**src/decode_issue_pkg.sv**
```systemverilog
package decode_issue_pkg;

    localparam int XLEN = 32;
    localparam int REG_ADDR_W = 5;
    localparam int NUM_UNITS = 4;

    // Major opcode, instruction bits 6 to 2
    typedef enum logic [4:0] {
        LOAD      = 5'b00000,
        FENCE     = 5'b00011,
        ARITH_IMM = 5'b00100,
        AUIPC     = 5'b00101,
        STORE     = 5'b01000,
        ARITH     = 5'b01100,
        LUI       = 5'b01101,
        BRANCH    = 5'b11000,
        JALR      = 5'b11001,
        JAL       = 5'b11011,
        SYSTEM    = 5'b11100
    } opcode_t;

    // Bit positions in the unit vectors
    typedef enum logic [1:0] {
        UNIT_BRANCH = 2'd0,
        UNIT_ALU    = 2'd1,
        UNIT_LS     = 2'd2,
        UNIT_GC     = 2'd3
    } unit_t;

    typedef enum logic [1:0] {
        ALU_ADD = 2'b00,
        ALU_XOR = 2'b01,
        ALU_OR  = 2'b10,
        ALU_AND = 2'b11
    } alu_logic_op_t;

    // Function 3 codes of the integer ops
    localparam logic [2:0] ADD_SUB_FN3 = 3'b000;
    localparam logic [2:0] SLT_FN3     = 3'b010;
    localparam logic [2:0] SLTU_FN3    = 3'b011;
    localparam logic [2:0] XOR_FN3     = 3'b100;
    localparam logic [2:0] OR_FN3      = 3'b110;
    localparam logic [2:0] AND_FN3     = 3'b111;

endpackage

```
**src/decode_issue_top.sv**
```systemverilog
`timescale 1ns/10ps

module decode_issue_top #(
    parameter int ID_WIDTH = 3
) (
    input  logic                                    clk,
    input  logic                                    rst,
    input  logic                                    decode_valid,
    input  logic [decode_issue_pkg::XLEN-1:0]       instruction,
    input  logic [decode_issue_pkg::XLEN-1:0]       pc,
    input  logic [ID_WIDTH-1:0]                     id,
    input  logic                                    issue_hold,
    input  logic                                    flush,
    input  logic [decode_issue_pkg::NUM_UNITS-1:0]  unit_ready,
    input  logic [decode_issue_pkg::XLEN-1:0]       rs1_data,
    input  logic [decode_issue_pkg::XLEN-1:0]       rs2_data,
    input  logic                                    rs1_busy,
    input  logic                                    rs2_busy,
    output logic                                    decode_advance,
    output logic [decode_issue_pkg::NUM_UNITS-1:0]  unit_issue,
    output logic [ID_WIDTH-1:0]                     issue_id,
    output logic [decode_issue_pkg::XLEN-1:0]       issue_pc,
    output logic [decode_issue_pkg::REG_ADDR_W-1:0] rs1_addr,
    output logic [decode_issue_pkg::REG_ADDR_W-1:0] rs2_addr,
    output logic [decode_issue_pkg::XLEN-1:0]       alu_in1,
    output logic [decode_issue_pkg::XLEN-1:0]       alu_in2,
    output decode_issue_pkg::alu_logic_op_t         alu_logic_op,
    output logic                                    alu_subtract,
    output logic [11:0]                             ls_offset,
    output logic                                    ls_load,
    output logic                                    ls_store,
    output logic [20:0]                             branch_offset,
    output logic                                    branch_jal,
    output logic                                    branch_jalr
);

    // Decoder outputs
    logic [decode_issue_pkg::NUM_UNITS-1:0]  dec_unit_needed;
    logic                                    dec_uses_rs1;
    logic                                    dec_uses_rs2;
    logic [decode_issue_pkg::REG_ADDR_W-1:0] dec_rs1_addr;
    logic [decode_issue_pkg::REG_ADDR_W-1:0] dec_rs2_addr;
    logic                                    dec_alu_rs1_sel_pc;
    logic                                    dec_alu_rs1_zero;
    logic                                    dec_alu_rs2_use_reg;
    logic [decode_issue_pkg::XLEN-1:0]       dec_alu_imm;
    decode_issue_pkg::alu_logic_op_t         dec_alu_logic_op;
    logic                                    dec_alu_subtract;
    logic [11:0]                             dec_ls_offset;
    logic                                    dec_is_load;
    logic                                    dec_is_store;
    logic [20:0]                             dec_branch_offset;
    logic                                    dec_is_jal;
    logic                                    dec_is_jalr;

    // Issue stage state
    logic                                    stage_valid;
    logic                                    instruction_issued;
    logic [decode_issue_pkg::NUM_UNITS-1:0]  issue_unit_needed;
    logic                                    issue_uses_rs1;
    logic                                    issue_uses_rs2;
    logic                                    issue_alu_rs1_sel_pc;
    logic                                    issue_alu_rs1_zero;
    logic                                    issue_alu_rs2_use_reg;
    logic [decode_issue_pkg::XLEN-1:0]       issue_alu_imm;

    instr_decoder decoder (
        .instruction     (instruction),
        .unit_needed     (dec_unit_needed),
        .uses_rs1        (dec_uses_rs1),
        .uses_rs2        (dec_uses_rs2),
        .rs1_addr        (dec_rs1_addr),
        .rs2_addr        (dec_rs2_addr),
        .alu_rs1_sel_pc  (dec_alu_rs1_sel_pc),
        .alu_rs1_zero    (dec_alu_rs1_zero),
        .alu_rs2_use_reg (dec_alu_rs2_use_reg),
        .alu_imm         (dec_alu_imm),
        .alu_logic_op    (dec_alu_logic_op),
        .alu_subtract    (dec_alu_subtract),
        .ls_offset       (dec_ls_offset),
        .is_load         (dec_is_load),
        .is_store        (dec_is_store),
        .branch_offset   (dec_branch_offset),
        .is_jal          (dec_is_jal),
        .is_jalr         (dec_is_jalr)
    );

    issue_stage_reg #(
        .ID_WIDTH (ID_WIDTH)
    ) issue_reg (
        .clk                   (clk),
        .rst                   (rst),
        .decode_valid          (decode_valid),
        .issue_hold            (issue_hold),
        .flush                 (flush),
        .instruction_issued    (instruction_issued),
        .pc                    (pc),
        .id                    (id),
        .unit_needed           (dec_unit_needed),
        .uses_rs1              (dec_uses_rs1),
        .uses_rs2              (dec_uses_rs2),
        .rs1_addr              (dec_rs1_addr),
        .rs2_addr              (dec_rs2_addr),
        .alu_rs1_sel_pc        (dec_alu_rs1_sel_pc),
        .alu_rs1_zero          (dec_alu_rs1_zero),
        .alu_rs2_use_reg       (dec_alu_rs2_use_reg),
        .alu_imm               (dec_alu_imm),
        .alu_logic_op          (dec_alu_logic_op),
        .alu_subtract          (dec_alu_subtract),
        .ls_offset             (dec_ls_offset),
        .is_load               (dec_is_load),
        .is_store              (dec_is_store),
        .branch_offset         (dec_branch_offset),
        .is_jal                (dec_is_jal),
        .is_jalr               (dec_is_jalr),
        .decode_advance        (decode_advance),
        .stage_valid           (stage_valid),
        .issue_pc              (issue_pc),
        .issue_id              (issue_id),
        .issue_unit_needed     (issue_unit_needed),
        .issue_uses_rs1        (issue_uses_rs1),
        .issue_uses_rs2        (issue_uses_rs2),
        .issue_rs1_addr        (rs1_addr),
        .issue_rs2_addr        (rs2_addr),
        .issue_alu_rs1_sel_pc  (issue_alu_rs1_sel_pc),
        .issue_alu_rs1_zero    (issue_alu_rs1_zero),
        .issue_alu_rs2_use_reg (issue_alu_rs2_use_reg),
        .issue_alu_imm         (issue_alu_imm),
        .issue_alu_logic_op    (alu_logic_op),
        .issue_alu_subtract    (alu_subtract),
        .issue_ls_offset       (ls_offset),
        .issue_is_load         (ls_load),
        .issue_is_store        (ls_store),
        .issue_branch_offset   (branch_offset),
        .issue_is_jal          (branch_jal),
        .issue_is_jalr         (branch_jalr)
    );

    unit_dispatch dispatch (
        .stage_valid        (stage_valid),
        .issue_hold         (issue_hold),
        .flush              (flush),
        .unit_needed        (issue_unit_needed),
        .unit_ready         (unit_ready),
        .uses_rs1           (issue_uses_rs1),
        .uses_rs2           (issue_uses_rs2),
        .rs1_busy           (rs1_busy),
        .rs2_busy           (rs2_busy),
        .rs1_data           (rs1_data),
        .rs2_data           (rs2_data),
        .issue_pc           (issue_pc),
        .alu_rs1_sel_pc     (issue_alu_rs1_sel_pc),
        .alu_rs1_zero       (issue_alu_rs1_zero),
        .alu_rs2_use_reg    (issue_alu_rs2_use_reg),
        .alu_imm            (issue_alu_imm),
        .instruction_issued (instruction_issued),
        .unit_issue         (unit_issue),
        .alu_in1            (alu_in1),
        .alu_in2            (alu_in2)
    );

endmodule

```
**src/instr_decoder.sv**
```systemverilog
`timescale 1ns/10ps

module instr_decoder (
    input  logic [decode_issue_pkg::XLEN-1:0]       instruction,
    output logic [decode_issue_pkg::NUM_UNITS-1:0]  unit_needed,
    output logic                                    uses_rs1,
    output logic                                    uses_rs2,
    output logic [decode_issue_pkg::REG_ADDR_W-1:0] rs1_addr,
    output logic [decode_issue_pkg::REG_ADDR_W-1:0] rs2_addr,
    output logic                                    alu_rs1_sel_pc,
    output logic                                    alu_rs1_zero,
    output logic                                    alu_rs2_use_reg,
    output logic [decode_issue_pkg::XLEN-1:0]       alu_imm,
    output decode_issue_pkg::alu_logic_op_t         alu_logic_op,
    output logic                                    alu_subtract,
    output logic [11:0]                             ls_offset,
    output logic                                    is_load,
    output logic                                    is_store,
    output logic [20:0]                             branch_offset,
    output logic                                    is_jal,
    output logic                                    is_jalr
);

    decode_issue_pkg::opcode_t opcode;
    logic [2:0] fn3;
    logic is_arith_op;

    assign opcode = decode_issue_pkg::opcode_t'(instruction[6:2]);
    assign fn3 = instruction[14:12];
    assign rs1_addr = instruction[19:15];
    assign rs2_addr = instruction[24:20];

    // Register and immediate integer ops, the only ones that look at fn3
    assign is_arith_op = opcode inside {decode_issue_pkg::ARITH, decode_issue_pkg::ARITH_IMM};

    ////////////////////////////////////////
    // Unit selection
    assign unit_needed[decode_issue_pkg::UNIT_BRANCH] = opcode inside
        {decode_issue_pkg::BRANCH, decode_issue_pkg::JAL, decode_issue_pkg::JALR};
    assign unit_needed[decode_issue_pkg::UNIT_ALU] = is_arith_op || opcode inside
        {decode_issue_pkg::AUIPC, decode_issue_pkg::LUI,
         decode_issue_pkg::JAL, decode_issue_pkg::JALR};
    assign unit_needed[decode_issue_pkg::UNIT_LS] = opcode inside
        {decode_issue_pkg::LOAD, decode_issue_pkg::STORE};
    assign unit_needed[decode_issue_pkg::UNIT_GC] = opcode inside
        {decode_issue_pkg::SYSTEM, decode_issue_pkg::FENCE};

    // Source register use
    assign uses_rs1 = !(opcode inside {decode_issue_pkg::LUI, decode_issue_pkg::AUIPC,
                                       decode_issue_pkg::JAL, decode_issue_pkg::FENCE});
    assign uses_rs2 = opcode inside {decode_issue_pkg::BRANCH, decode_issue_pkg::STORE,
                                     decode_issue_pkg::ARITH};

    ////////////////////////////////////////
    // ALU operands
    assign alu_rs1_sel_pc = opcode inside {decode_issue_pkg::AUIPC, decode_issue_pkg::JAL,
                                           decode_issue_pkg::JALR};
    assign alu_rs1_zero = (opcode == decode_issue_pkg::LUI);
    assign alu_rs2_use_reg = !(opcode inside {decode_issue_pkg::LUI, decode_issue_pkg::AUIPC,
                                              decode_issue_pkg::JAL, decode_issue_pkg::JALR,
                                              decode_issue_pkg::ARITH_IMM});

    always_comb begin
        if (opcode inside {decode_issue_pkg::LUI, decode_issue_pkg::AUIPC})
            alu_imm = {instruction[31:12], 12'b0};
        else if (opcode inside {decode_issue_pkg::JAL, decode_issue_pkg::JALR})
            alu_imm = 32'd4;  // link address is pc + 4
        else
            alu_imm = {{20{instruction[31]}}, instruction[31:20]};
    end

    // SUB only exists in the register form
    assign alu_subtract = is_arith_op &&
        ((fn3 inside {decode_issue_pkg::SLT_FN3, decode_issue_pkg::SLTU_FN3}) ||
         (opcode == decode_issue_pkg::ARITH && fn3 == decode_issue_pkg::ADD_SUB_FN3 &&
          instruction[30]));

    always_comb begin
        case (fn3)
            decode_issue_pkg::XOR_FN3: alu_logic_op = decode_issue_pkg::ALU_XOR;
            decode_issue_pkg::OR_FN3:  alu_logic_op = decode_issue_pkg::ALU_OR;
            decode_issue_pkg::AND_FN3: alu_logic_op = decode_issue_pkg::ALU_AND;
            default:                   alu_logic_op = decode_issue_pkg::ALU_ADD;
        endcase
        // Jumps and upper immediates go through the adder
        if (!is_arith_op)
            alu_logic_op = decode_issue_pkg::ALU_ADD;
    end

    ////////////////////////////////////////
    // Load-store and branch offsets
    assign is_load = (opcode == decode_issue_pkg::LOAD);
    assign is_store = (opcode == decode_issue_pkg::STORE);
    assign ls_offset = is_store ? {instruction[31:25], instruction[11:7]} : instruction[31:20];

    assign is_jal = (opcode == decode_issue_pkg::JAL);
    assign is_jalr = (opcode == decode_issue_pkg::JALR);

    always_comb begin
        if (is_jal)
            branch_offset = {instruction[31], instruction[19:12], instruction[20],
                             instruction[30:21], 1'b0};
        else if (is_jalr)
            branch_offset = {{9{instruction[31]}}, instruction[31:20]};
        else
            branch_offset = {{8{instruction[31]}}, instruction[31], instruction[7],
                             instruction[30:25], instruction[11:8], 1'b0};
    end

endmodule

```
**src/issue_stage_reg.sv**
```systemverilog
`timescale 1ns/10ps

module issue_stage_reg #(
    parameter int ID_WIDTH = 3
) (
    input  logic                                    clk,
    input  logic                                    rst,
    input  logic                                    decode_valid,
    input  logic                                    issue_hold,
    input  logic                                    flush,
    input  logic                                    instruction_issued,
    input  logic [decode_issue_pkg::XLEN-1:0]       pc,
    input  logic [ID_WIDTH-1:0]                     id,
    input  logic [decode_issue_pkg::NUM_UNITS-1:0]  unit_needed,
    input  logic                                    uses_rs1,
    input  logic                                    uses_rs2,
    input  logic [decode_issue_pkg::REG_ADDR_W-1:0] rs1_addr,
    input  logic [decode_issue_pkg::REG_ADDR_W-1:0] rs2_addr,
    input  logic                                    alu_rs1_sel_pc,
    input  logic                                    alu_rs1_zero,
    input  logic                                    alu_rs2_use_reg,
    input  logic [decode_issue_pkg::XLEN-1:0]       alu_imm,
    input  decode_issue_pkg::alu_logic_op_t         alu_logic_op,
    input  logic                                    alu_subtract,
    input  logic [11:0]                             ls_offset,
    input  logic                                    is_load,
    input  logic                                    is_store,
    input  logic [20:0]                             branch_offset,
    input  logic                                    is_jal,
    input  logic                                    is_jalr,
    output logic                                    decode_advance,
    output logic                                    stage_valid,
    output logic [decode_issue_pkg::XLEN-1:0]       issue_pc,
    output logic [ID_WIDTH-1:0]                     issue_id,
    output logic [decode_issue_pkg::NUM_UNITS-1:0]  issue_unit_needed,
    output logic                                    issue_uses_rs1,
    output logic                                    issue_uses_rs2,
    output logic [decode_issue_pkg::REG_ADDR_W-1:0] issue_rs1_addr,
    output logic [decode_issue_pkg::REG_ADDR_W-1:0] issue_rs2_addr,
    output logic                                    issue_alu_rs1_sel_pc,
    output logic                                    issue_alu_rs1_zero,
    output logic                                    issue_alu_rs2_use_reg,
    output logic [decode_issue_pkg::XLEN-1:0]       issue_alu_imm,
    output decode_issue_pkg::alu_logic_op_t         issue_alu_logic_op,
    output logic                                    issue_alu_subtract,
    output logic [11:0]                             issue_ls_offset,
    output logic                                    issue_is_load,
    output logic                                    issue_is_store,
    output logic [20:0]                             issue_branch_offset,
    output logic                                    issue_is_jal,
    output logic                                    issue_is_jalr
);

    logic load_fields;

    // Stage can take a new instruction when empty or when the held one leaves
    assign decode_advance = decode_valid & ~issue_hold & (~stage_valid | instruction_issued);
    assign load_fields = decode_advance | (~stage_valid & ~decode_valid);

    always_ff @(posedge clk) begin
        if (rst | flush)
            stage_valid <= 1'b0;
        else if (decode_advance)
            stage_valid <= 1'b1;
        else if (instruction_issued)
            stage_valid <= 1'b0;
    end

    always_ff @(posedge clk) begin
        if (load_fields) begin
            issue_pc <= pc;
            issue_id <= id;
            issue_unit_needed <= unit_needed;
            issue_uses_rs1 <= uses_rs1;
            issue_uses_rs2 <= uses_rs2;
            issue_rs1_addr <= rs1_addr;
            issue_rs2_addr <= rs2_addr;
            issue_alu_rs1_sel_pc <= alu_rs1_sel_pc;
            issue_alu_rs1_zero <= alu_rs1_zero;
            issue_alu_rs2_use_reg <= alu_rs2_use_reg;
            issue_alu_imm <= alu_imm;
            issue_alu_logic_op <= alu_logic_op;
            issue_alu_subtract <= alu_subtract;
            issue_ls_offset <= ls_offset;
            issue_is_load <= is_load;
            issue_is_store <= is_store;
            issue_branch_offset <= branch_offset;
            issue_is_jal <= is_jal;
            issue_is_jalr <= is_jalr;
        end
    end

endmodule

```
**src/unit_dispatch.sv**
```systemverilog
`timescale 1ns/10ps

module unit_dispatch (
    input  logic                                   stage_valid,
    input  logic                                   issue_hold,
    input  logic                                   flush,
    input  logic [decode_issue_pkg::NUM_UNITS-1:0] unit_needed,
    input  logic [decode_issue_pkg::NUM_UNITS-1:0] unit_ready,
    input  logic                                   uses_rs1,
    input  logic                                   uses_rs2,
    input  logic                                   rs1_busy,
    input  logic                                   rs2_busy,
    input  logic [decode_issue_pkg::XLEN-1:0]      rs1_data,
    input  logic [decode_issue_pkg::XLEN-1:0]      rs2_data,
    input  logic [decode_issue_pkg::XLEN-1:0]      issue_pc,
    input  logic                                   alu_rs1_sel_pc,
    input  logic                                   alu_rs1_zero,
    input  logic                                   alu_rs2_use_reg,
    input  logic [decode_issue_pkg::XLEN-1:0]      alu_imm,
    output logic                                   instruction_issued,
    output logic [decode_issue_pkg::NUM_UNITS-1:0] unit_issue,
    output logic [decode_issue_pkg::XLEN-1:0]      alu_in1,
    output logic [decode_issue_pkg::XLEN-1:0]      alu_in2
);

    logic issue_valid;
    logic rs1_conflict;
    logic rs2_conflict;
    logic [decode_issue_pkg::NUM_UNITS-1:0] unit_operands_ready;
    logic units_ready;
    logic operands_ready;

    ////////////////////////////////////////
    // Issue decision
    assign issue_valid = stage_valid & ~issue_hold & ~flush;

    assign rs1_conflict = uses_rs1 & rs1_busy;
    assign rs2_conflict = uses_rs2 & rs2_busy;

    // Load-store forwards store data itself, so only its address register matters
    always_comb begin
        unit_operands_ready = {decode_issue_pkg::NUM_UNITS{~rs1_conflict & ~rs2_conflict}};
        unit_operands_ready[decode_issue_pkg::UNIT_LS] = ~rs1_conflict;
    end

    // Every needed unit must be ready, jumps need two at once
    assign units_ready = (|unit_needed) && ((unit_needed & ~unit_ready) == '0);
    assign operands_ready = ((unit_needed & ~unit_operands_ready) == '0);

    assign instruction_issued = issue_valid & units_ready & operands_ready;
    assign unit_issue = instruction_issued ? unit_needed : '0;

    ////////////////////////////////////////
    // ALU operand muxes
    always_comb begin
        if (alu_rs1_sel_pc)
            alu_in1 = issue_pc;
        else if (alu_rs1_zero)
            alu_in1 = '0;
        else
            alu_in1 = rs1_data;
    end

    assign alu_in2 = alu_rs2_use_reg ? rs2_data : alu_imm;

endmodule

```
**config.mk**
```make
export PLATFORM = sky130hd
export DESIGN_NAME = decode_issue_top
export DESIGN_NICKNAME = d
export VERILOG_FILES = /design/src/decode_issue_pkg.sv /design/src/decode_issue_top.sv /design/src/instr_decoder.sv /design/src/issue_stage_reg.sv /design/src/unit_dispatch.sv
export SDC_FILE = /design/constraint.sdc
export NUM_CORES = 1
export LEC_CHECK = 0
export ABC_AREA = 1
export ABC_CLOCK_PERIOD_IN_PS = 6200
export BUFFER_PORTS_ARGS = -buffer_cell sky130_fd_sc_hd__buf_2
export CAP_MARGIN = 25
export CORE_ASPECT_RATIO = 1.1
export CORE_MARGIN = 5
export CORE_UTILIZATION = 51
export CTS_BUF_LIST = sky130_fd_sc_hd__clkbuf_8
export DETAILED_ROUTE_END_ITERATION = 8
export GPL_TIMING_DRIVEN = 0
export MAX_ROUTING_LAYER = met4
export PLACE_DENSITY = 0.88
export SETUP_SLACK_MARGIN = 0.2
export SLEW_MARGIN = 30
export SYNTH_ARGS = -nofsm -noshare
export SYNTH_HDL_FRONTEND = slang
export SYNTH_HIERARCHICAL = 1
export SYNTH_SLANG_ARGS = --single-unit
```
**constraint.sdc**
```tcl
create_clock -name clk -period 6.2 [get_ports clk]
set_input_delay 0 -clock clk [delete_from_list [all_inputs] [get_ports clk]]
set_output_delay 0 -clock clk [all_outputs]
set_load 0.02 [all_outputs]
```
# --- Yosys cells after proc, flatten, opt, wreduce, memory -nomap -nowiden ---
# Cells that the tools add are included.
# W data, S select, Z words.
op_classes:
  bitwise: 24
  mux: 12
  n_eq_ne: 15
  reduce_logical: 28
op_table:
  columns: ["op", "n"]
  rows:
  - ["$mux W32", 5]
  - ["$eq A5 B5 Y1 const B", 4]
  - ["$mux W20", 1]
  - ["$eq A5 B4 Y1 const B", 3]
  - ["$reduce_bool A2 Y1", 7]
  - ["$mux W12", 1]
  - ["$and A1 B1 Y1", 10]
  - ["$eq A5 B3 Y1 const B", 2]
  - ["$eq A3 B3 Y1 const B", 3]
  - ["$reduce_bool A3 Y1", 3]
  - ["$and A4 B4 Y4", 2]
  - ["$logic_not A4 Y1", 2]
  - ["$not A4 Y4", 2]
  - ["$reduce_bool A4 Y1", 2]
  - ["$not A1 Y1", 7]
  - ["$eq A3 B2 Y1 const B", 2]
  - ["$pmux W2 S3", 1]
  - ["$eq A5 B2 Y1 const B", 1]
  - ["$logic_not A5 Y1", 1]
  - ["$mux W5", 1]
  - ["$reduce_bool A5 Y1", 1]
  - ["$logic_and A1 B1 Y1", 4]
  - ["$mux W4", 1]
  - ["$reduce_or A2 Y1", 2]
  - ["6 further kinds", 11]
word_totals:
  in_bits: 142
  elab_cells: 102
  regBits: 127

# --- Logic depth before layout (Yosys ltp) ---
# Gate-level depths: netlist of the first run.
depth:
  word_depth: 10
  mapped_depth: 10

# --- By module ---
# The synthesis of the first run kept the hierarchy.
modules_own_cells:
  columns: ["mod", "n_inst", "seq_area_each_um2", "cells_per_inst", "area_each_um2"]
  rows:
  - ["issue_stage_reg", 1, 3803.6, 139, 3853.7]
  - ["unit_dispatch", 1, 0.0, 172, 1104.8]
  - ["instr_decoder", 1, 0.0, 195, 964.7]

# --- Worst setup path before layout of the first run ---
# OpenSTA, ideal clock, no wires.
synth_path:
  path_kind: "flip-flop to flip-flop"
  start: "register issue_reg/issue_unit_needed[0] (netlist bit)"
  end: "register issue_reg/issue_alu_imm[0] (netlist bit) (enable)"
  setup_ns: 0.490
  period_less_slack_ns: 4.191
  path_stages_with_launch: 10
  setup_slack_ns: 2.009
  t_arrival_ns: 3.702
  path_cell_list: "edfxtp_1 -> nor2_1 -> nand2_1 -> nand2_1 -> nand2_1 -> nor2_1 -> inv_1 -> nand2_1 -> nand3_1 -> nand2_1"
synth_between:
  elab_chain_len: 8
  word_cells_on_any_way: 11
  classes_between: "bitwise: 7; reduce/logical: 4"
synth_lines:
  columns: ["item", "line_no", "rtl"]
  rows:
  - ["from (decl)", "issue_stage_reg.sv:35", "output logic [decode_issue_pkg::NUM_UNITS-1:0] issue_unit_needed,"]
  - ["from (signal assigned)", "issue_stage_reg.sv:73", "issue_unit_needed <= unit_needed;"]
  - ["$and A4 B4 Y4", "unit_dispatch.sv:47", "assign units_ready = (|unit_needed) && ((unit_needed & ~unit_ready) == '0);"]
  - ["$logic_not A4 Y1", "unit_dispatch.sv:47", null]
  - ["$logic_and A1 B1 Y1", "unit_dispatch.sv:47", null]
  - ["$and A1 B1 Y1", "unit_dispatch.sv:50", "assign instruction_issued = issue_valid & units_ready & operands_ready;"]
  - ["$and A1 B1 Y1 *", "unit_dispatch.sv:50", null]
  - ["net instruction_issued", "decode_issue_top.sv:58", "logic instruction_issued;"]
  - ["$or A1 B1 Y1 *", "issue_stage_reg.sv:57", "assign decode_advance = decode_valid & ~issue_hold & (~stage_valid | instruction_issued);"]
  - ["$and A1 B1 Y1 *", "issue_stage_reg.sv:57", null]
  - ["$or A1 B1 Y1 *", "issue_stage_reg.sv:58", "assign load_fields = decode_advance | (~stage_valid & ~decode_valid);"]
  - ["net issue_reg.load_fields", "issue_stage_reg.sv:54", "logic load_fields;"]
  - ["to (signal assigned)", "issue_stage_reg.sv:81", "issue_alu_imm <= alu_imm;"]
  - ["to (decl)", "issue_stage_reg.sv:43", "output logic [decode_issue_pkg::XLEN-1:0] issue_alu_imm,"]
# Mark *: on every way through the listed nets, which the timed path passes. The rest lies on a longest branch.
# A chain may end at the register's enable or synchronous reset.

# --- Worst setup path in the final report of the first run ---
layout_path:
  start: "register issue_reg/issue_unit_needed[0] (netlist bit)"
  end: "register issue_reg/issue_alu_imm[30] (netlist bit) (enable)"
# Same word-level chain as after synthesis.

==> impl_metrics.env, run 1 <==
export IMPL_crit_reg2reg_capture="issue_reg/issue_alu_imm[30]"
export IMPL_die_h_um=123.0
export IMPL_critPathKind="reg -> reg"
export IMPL_synth_mux_area_share_pct=6.084
export IMPL_path_max_fanout=50
export IMPL_rsz0062_at_grt="false"
export IMPL_crit_top_cell="nand2_1"
export IMPL_synth_cell_types=32
export IMPL_ys_seq_area_share_pct=64.22
export IMPL_syn_area_per_cell_um2=11.71
export IMPL_worstPathArrival_ps=2690
export IMPL_num_vias=5323
export IMPL_drt_wl_total_mm=19.48
export IMPL_grt_max_degree=51
export IMPL_drt_pass1_iterations=5
export IMPL_cts_tree="built"
export IMPL_grt_total_usage_pct=28.34
export IMPL_critPathSlowestCell="nand2_4"
export IMPL_drtIter0Drc=354
export IMPL_synth_compound_area_share_pct=6.147
export IMPL_drv_cap=0
export IMPL_min_from="instruction[6]"
export IMPL_status="finished clean"
export IMPL_r2r_setup_slack_ps=3630
export IMPL_synthesis_nets=648
export IMPL_fmax_ghz=0.3887
export IMPL_min_to="issue_reg/issue_unit_needed[3]"
export IMPL_synth_area_leader_cell="edfxtp_1"
export IMPL_synth_cells=506
export IMPL_hold_depth=3
export IMPL_wl_per_cell_um=18.29
export IMPL_ant_nets=0
export IMPL_tightest_slew_ps=648.1
export IMPL_rr_startpoint="issue_reg/issue_unit_needed[0]"
export IMPL_power_density_nw_per_um2=256.9
export IMPL_vias_per_cell=4.998
export IMPL_critPathBufInv=3
export IMPL_period_needed_ps=2572
export IMPL_fin_tns_setup_ps=0
export IMPL_hpwl_mm=13.07
export IMPL_timing_final_crit_share_pct=41.49
export IMPL_synth_seq_cells=127
export IMPL_ys_top_cells_by_area="edfxtp_1 64%, nand2_1 8.5%, mux2_2 5.7%"
export IMPL_cpLargestDelayFamily="simple AND/OR/NAND/NOR gates"
export IMPL_numCtsBuffers=17
export IMPL_cp_required_ps=6320
export IMPL_cts_root_buffer="clkbuf_8"
export IMPL_dpl_cell_count=950
export IMPL_timing_hold_violations_final=0
export IMPL_port_buffers=292
export IMPL_clk_latency_ps=420
export IMPL_finClkSkew_ps=13.84
export IMPL_synth_top_area_share_pct=63.88
export IMPL_cts_resized=0
export IMPL_grt_overflow=0
export IMPL_final_cells=1065
export IMPL_setup_viol=0
export IMPL_ir_drop_mv=0.1469
export IMPL_reg_largest_list="issue_reg/issue_alu_imm x32, issue_reg/issue_pc x32, issue_reg/issue_branch_offset x21"
export IMPL_slew_headroom_pct=56.79
export IMPL_clk_path_buf_depth=2
export IMPL_cts_hold_buf=74
export IMPL_critPathMaxStageDelay_ps=520
export IMPL_antenna_found_initial=9
export IMPL_reg2reg_depth=11
export IMPL_post_cts_buffers=0
export IMPL_die_x_um=112.8
export IMPL_synthSimpleGateAreaFrac_pct=13.20
export IMPL_worst_setup_path_end_kind="flip-flop"
export IMPL_io_pins=296
export IMPL_drive_gt1_share_pct=49.45
export IMPL_start_util_pct=51.78
export IMPL_globalplace_congestion=0.9355
export IMPL_total_power_mw=2.263
export IMPL_syn_to_final_growth_pct=48.71
export IMPL_core_area_um2=11440
export IMPL_p_leak_nw=4.244
export IMPL_drv_slew=0
export IMPL_crit_path_cell_trace="nor2_1 > nand2_1 > nand2_1 > nand2_1 > nor2_1 > inv_1 > nand2_1 > nand3_1 > nand2_4 > buf_16 > buf_12"
export IMPL_yosysWarnings=6
export IMPL_h_tree_depth=4
export IMPL_grt_pass1_wl_mm=28.77
export IMPL_netlist_area_um2=5923
export IMPL_clkTransAtPathRegs_ps=80
export IMPL_synth_top_family_by_area="simple AND/OR/NAND/NOR gates"
export IMPL_drc=0
export IMPL_num_rows=41
export IMPL_grt_pass1_vias=5552
export IMPL_synth_xor_area_share_pct=0
export IMPL_fin_nets=1035
export IMPL_holdCritPathClass="in -> reg"
export IMPL_die_area_um2=13870
export IMPL_synth_fa_ha_area_share_pct=0
export IMPL_cts_sinks=127
export IMPL_start_kind="flip-flop"
layout make-up:
class / instances / area, um2
clock buffer: 17 / 234.0
buffer: 42 / 344.1
multi-input combinational: 267 / 1514
sequential: 127 / 3804
timing repair buffer: 368 / 2250
tap: 150 / 187.7
clock inverter: 15 / 183.9
fill: 710 / 2631
inverter: 70 / 269.0
antenna: 9 / 22.52
per-stage QoR:
stage / hold WS, ps / util [%] / setup WS, ps / area (um2)
2_1_floorplan: 98.87 / - / 2009 / 5923
3_3_place_gp: 176.7 / 66.19 / 935.8 / 7572
3_5_place_dp: 178.4 / 66.67 / 3661 / 7627
4_1_cts: 5.751 / 76.80 / 3648 / 8786
5_1_grt: 23.94 / 77.00 / 3312 / 8808
6_report: 38.09 / 77.00 / 3628 / 8808
synth_stat cells:
library cell	instances
buf_8	1
inv_1	61
clkinv_2	1
o21a_1	1
o21ai_0	11
or2_0	1
nand2_4	2
o31ai_1	1
clkbuf_1	3
inv_2	7
mux2_1	2
nor2_1	22
nand2_2	5
nand4_2	1
mux2_2	30
a211oi_1	1
buf_4	26
o21ai_2	30
buf_6	10
nor2_4	1
nand3_1	9
edfxtp_1	126
a21oi_2	1
or2_4	1
nand2_1	134
dfxtp_1	1
nor3_1	8
clkbuf_2	1
inv_6	1
a21oi_1	3
buf_2	1
nor2_2	3
metal layers:
layer | GRT usage (%) | wire (um) | vias to the layer above
met4 | 14.05 | 810 | 0
met5 | - | 0 | -
met1 | 29.87 | 6870 | 2514
met2 | 48.70 | 10260 | 309
met3 | 8.419 | 1540 | 58
li1 | - | - | 2442
placed cells by master (no fill, tap or decap), types with 4 or more instances in the layout:
cell type,Yosys,layout
buf_2,1,293
buf_4,26,26
buf_6,10,10
clkbuf_8,0,17
clkinv_4,0,5
diode_2,0,9
dlygate4sd3_1,0,74
edfxtp_1,126,126
inv_1,61,61
inv_2,7,7
inv_6,1,4
mux2_2,30,30
nand2_1,134,133
nand2_2,5,5
nand3_1,9,9
nor2_1,22,22
nor3_1,8,8
o21ai_0,11,11
o21ai_2,30,30
worst min-delay path: cells and delay by family:
family | cells | cell delay [ps]
AND/OR/NAND/NOR | 1 | 100
AO/OA/AOI/OAI | 1 | 90
buffers and inverters | 1 | 150
where the power goes:
part | switching, mW | leakage, nW | internal [mW]
registers | 0.0246 | 1.27 | 1.02
logic | 0.284 | 2.77 | 0.186
clock network | 0.342 | 0.205 | 0.402
worst max path at each step:
| stage | to | startpoint | slack (ps) | cells after the start |
|---|---|---|---|---|
| final | issue_reg/issue_alu_imm[30] | issue_reg/issue_unit_needed[0] | 3630 | 11 |
| after global routing | issue_reg/issue_alu_imm[7] | issue_reg/issue_unit_needed[0] | 3310 | 11 |
| after CTS | issue_reg/issue_rs2_addr[3] | issue_reg/issue_unit_needed[0] | 3650 | 11 |
| after detailed placement | issue_reg/issue_ls_offset[6] | issue_reg/issue_unit_needed[0] | 3660 | 11 |
| after global placement | issue_reg/issue_ls_offset[6] | issue_reg/issue_unit_needed[0] | 940 | 8 |
| after floorplan | issue_reg/issue_alu_imm[0] | issue_reg/issue_unit_needed[0] | 2010 | 9 |
kinds of logic (layout without fill, tap and decap cells):
logic type | count (synthesis) | after routing
mux | 32 | 32
buf+inv | 112 | 512
flops | 127 | 127
other cells | 0 | 9
simple gates | 187 | 187
compound gates | 48 | 48
Note: power is estimated with default switching activity, not from simulation.
==> run 2, diff against run 1 <==
--- a/config.mk
+++ b/config.mk
@@ -5,18 +5,18 @@
 export SDC_FILE = /design/constraint.sdc
 export NUM_CORES = 1
 export LEC_CHECK = 0
-export ABC_AREA = 1
-export ABC_CLOCK_PERIOD_IN_PS = 6200
+export ABC_AREA = 0
+export ABC_CLOCK_PERIOD_IN_PS = 2550
 export BUFFER_PORTS_ARGS = -buffer_cell sky130_fd_sc_hd__buf_2
 export CAP_MARGIN = 25
 export CORE_ASPECT_RATIO = 1.1
 export CORE_MARGIN = 5
-export CORE_UTILIZATION = 51
+export CORE_UTILIZATION = 47
 export CTS_BUF_LIST = sky130_fd_sc_hd__clkbuf_8
 export DETAILED_ROUTE_END_ITERATION = 8
 export GPL_TIMING_DRIVEN = 0
 export MAX_ROUTING_LAYER = met4
-export PLACE_DENSITY = 0.88
+export PLACE_DENSITY = 0.82
 export SETUP_SLACK_MARGIN = 0.2
 export SLEW_MARGIN = 30
 export SYNTH_ARGS = -nofsm -noshare
==> constraint.sdc (replaced) <==
create_clock -name clk -period 2.55 [get_ports clk]
set_input_delay 0 -clock clk [delete_from_list [all_inputs] [get_ports clk]]
set_output_delay 0 -clock clk [all_outputs]
set_load 0.02 [all_outputs]
==> impl_metrics.env, run 2 <==
export IMPL_start_kind="flip-flop"
export IMPL_syn_area_per_cell_um2=15.32
export IMPL_timing_final_crit_share_pct=90.56
export IMPL_wl_per_cell_um=19.21
export IMPL_clk_path_buf_depth=2
export IMPL_ant_nets=0
export IMPL_slew_headroom_pct=67.52
export IMPL_tightest_slew_ps=487.2
export IMPL_drc=0
export IMPL_cp_required_ps=2680
export IMPL_globalplace_congestion=0.9146
export IMPL_synth_area_leader_cell="edfxtp_1"
export IMPL_setup_viol=0
export IMPL_vias_per_cell=5.081
export IMPL_antenna_found_initial=2
export IMPL_total_power_mw=5.436
export IMPL_critPathSlowestCell="edfxtp_1"
export IMPL_path_max_fanout=8
export IMPL_drive_gt1_share_pct=57.33
export IMPL_synth_edff_count=126
export IMPL_holdCritPathClass="in -> reg"
export IMPL_fin_nets=947
export IMPL_critPathKind="reg -> reg"
export IMPL_p_clk_share_pct=29.7
export IMPL_switching_share_pct=28.04
export IMPL_finClkSkew_ps=12.43
export IMPL_synth_most_common_cell="edfxtp_1"
export IMPL_netlist_area_um2=5837
export IMPL_drv_slew=0
export IMPL_synthFlopType="edfxtp_1"
export IMPL_h_tree_depth=4
export IMPL_drv_cap=0
export IMPL_crit_path_cell_trace="o311ai_4 > o41ai_2 > nor3_2 > nand2_1 > a22oi_2 > buf_6 > buf_12 > buf_12 > clkbuf_16"
export IMPL_core_area_um2=12090
export IMPL_power_frac_seq_pct=47.1
export IMPL_cts_root_buffer="clkbuf_8"
export IMPL_combPwrFrac_pct=23.2
export IMPL_num_rows=42
export IMPL_critPathMaxStageDelay_ps=470
export IMPL_start_util_pct=48.29
export IMPL_fin_tns_setup_ps=0
export IMPL_grt_pass1_vias=5127
export IMPL_drt_wl_total_mm=18.71
export IMPL_power_density_nw_per_um2=600.6
export IMPL_clk_latency_ps=410
export IMPL_ys_async_sr_fraction_pct=0
export IMPL_fmax_ghz=0.4330
export IMPL_grt_overflow=0
export IMPL_grt_max_degree=17
export IMPL_worst_setup_path_end_kind="flip-flop"
export IMPL_mostFrequentLayoutCell="buf_2"
export IMPL_clkTransAtPathRegs_ps=70
export IMPL_power_switching_mw=1.524
export IMPL_status="finished clean"
export IMPL_p_leak_nw=4.353
export IMPL_crit_top_cell="buf_12"
export IMPL_intPower_mw=3.911
export IMPL_ys_seq_area_share_pct=65.17
export IMPL_grt_pass1_wl_mm=26.94
export IMPL_synthesis_nets=523
export IMPL_grt_total_usage_pct=24.76
export IMPL_port_buffers=293
export IMPL_period_needed_ps=2309
export IMPL_final_cell_mix="302 x buf_2, 126 x edfxtp_1, 66 x dlygate4sd3_1"
export IMPL_cts_tree="built"
export IMPL_ir_drop_mv=0.3146
export IMPL_yosys_top_cells_count="126 x edfxtp_1, 46 x nand2_1, 37 x mux2_4"
export IMPL_timing_hold_violations_final=0
export IMPL_drtIter0Drc=275
export IMPL_synth_top_area_share_pct=64.82
export IMPL_synth_cells=381
export IMPL_die_x_um=116.3
export IMPL_numCtsBuffers=17
export IMPL_synth_cell_types=47
export IMPL_hpwl_mm=13.27
export IMPL_rsz0062_at_grt="false"
export IMPL_ys_top_cells_by_area="edfxtp_1 65%, mux2_4 9.5%, a22o_1 4.5%"
export IMPL_syn_to_final_growth_pct=55.05
export IMPL_num_vias=4949
export IMPL_drt_pass1_iterations=5
export IMPL_yosysWarnings=6
export IMPL_cts_sinks=127
export IMPL_reg_largest_list="issue_reg/issue_alu_imm x32, issue_reg/issue_pc x32, issue_reg/issue_branch_offset x21"
export IMPL_io_pins=296
export IMPL_die_area_um2=14750
export IMPL_worstPathArrival_ps=2440
export IMPL_synth_seq_cells=127
export IMPL_die_h_um=126.9
[run 2: cell count changes in the layout (fill, tap and decap cells not counted), moves of 9 or more]
cell | before | now
a22o_1 | 0 | 30
and3_1 | 0 | 12
buf_2 | 293 | 302
buf_4 | 26 | 60
inv_1 | 61 | 11
mux2_2 | 30 | 3
mux2_4 | 0 | 37
nand2_1 | 133 | 46
nor2_1 | 22 | 4
o21ai_2 | 30 | 0
[run 2: cells by family after synthesis]
logic type                count (synthesis)  synth area share (%)
DFF                                     127                 65.17
and+or+nand+nor                          97                 9.282
AOI/OAI and AO/OA                        58                 8.360
buffers and inverters                    56                 6.624
muxes                                    41                 10.27
xor gates and xnor gates                  2                0.3002
[run 2: layout make-up]
cell class	count	area, um2
plain buffers	47	352.8
repair buffers	405	2631
diodes	2	5.005
flip-flops and latches	127	3804
multi-input cells	198	1659
clock buffers	20	275.3
fillers	777	3037
clock inverters	12	96.34
well taps	154	192.7
inverters	9	33.78
[run 2: final timing paths]
check	start	end	slack (ps)	cells past startpoint
min	instruction[6]	issue_reg/issue_uses_rs2	60	3
min reg2reg	issue_reg/stage_valid	issue_reg/issue_pc[7]	950	3
max	issue_reg/issue_unit_needed[0]	issue_reg/issue_alu_imm[7]	240	9
max reg2reg	issue_reg/issue_unit_needed[0]	issue_reg/issue_alu_imm[7]	240	9
[run 2: metal layers]
metal  up-vias  share of wire [%]  track usage [%]  wire length (um)
met5         -                  0                -                 0
met4         0                2.0            9.283               377
met3        35                7.3            6.051              1357
met2       239                 54            42.02             10110
met1      2407                 37            28.14              6864
li1       2268                  -                -                 -
[run 2: repair_timing]
action                                 in CTS  in global routing
pin swaps                                   2                  4
buffers inserted                            8                 24
gates cloned                                0                  3
hold buffers                               66                  0
resized for setup                          13                  8
endpoints found under the hold margin     111                  0
setup endpoints to repair                  65                 44
[run 2: metrics by stage]
stage          instance area (um2)  worst slack (ps)  hold WS [ps]  instances  utilization [%]
6_report                      9050             240.7         62.83        974            74.88
3_3_place_gp                  7501             -3758         163.2        828            62.06
5_1_grt                       9050             180.0         42.41        974            74.88
2_1_floorplan                 5842             -2471         64.65        381                -
4_1_cts                       8755             202.0         24.23        945            72.43
3_5_place_dp                  7606            -150.7         165.3        839            62.93
[run 2: power groups by stage]
| stage | Clock [mW] | Combinational [mW] | Sequential [mW] |
|---|---|---|---|
| finish | 1.62 | 1.26 | 2.56 |
| global placement | 0 | 1.02 | 2.62 |
| detailed placement | 0 | 1.07 | 2.60 |
| global route | 1.75 | 1.33 | 2.58 |
| CTS | 1.64 | 1.19 | 2.56 |
| floorplan | 0 | 0.500 | 2.74 |
[run 2: critical path: cells and delay by family (launching register included)]
kind	cells	cell delay, ps
AOI/OAI and AO/OA	3	730
and+or+nand+nor	2	280
DFF	1	470
buffers and inverters	4	550
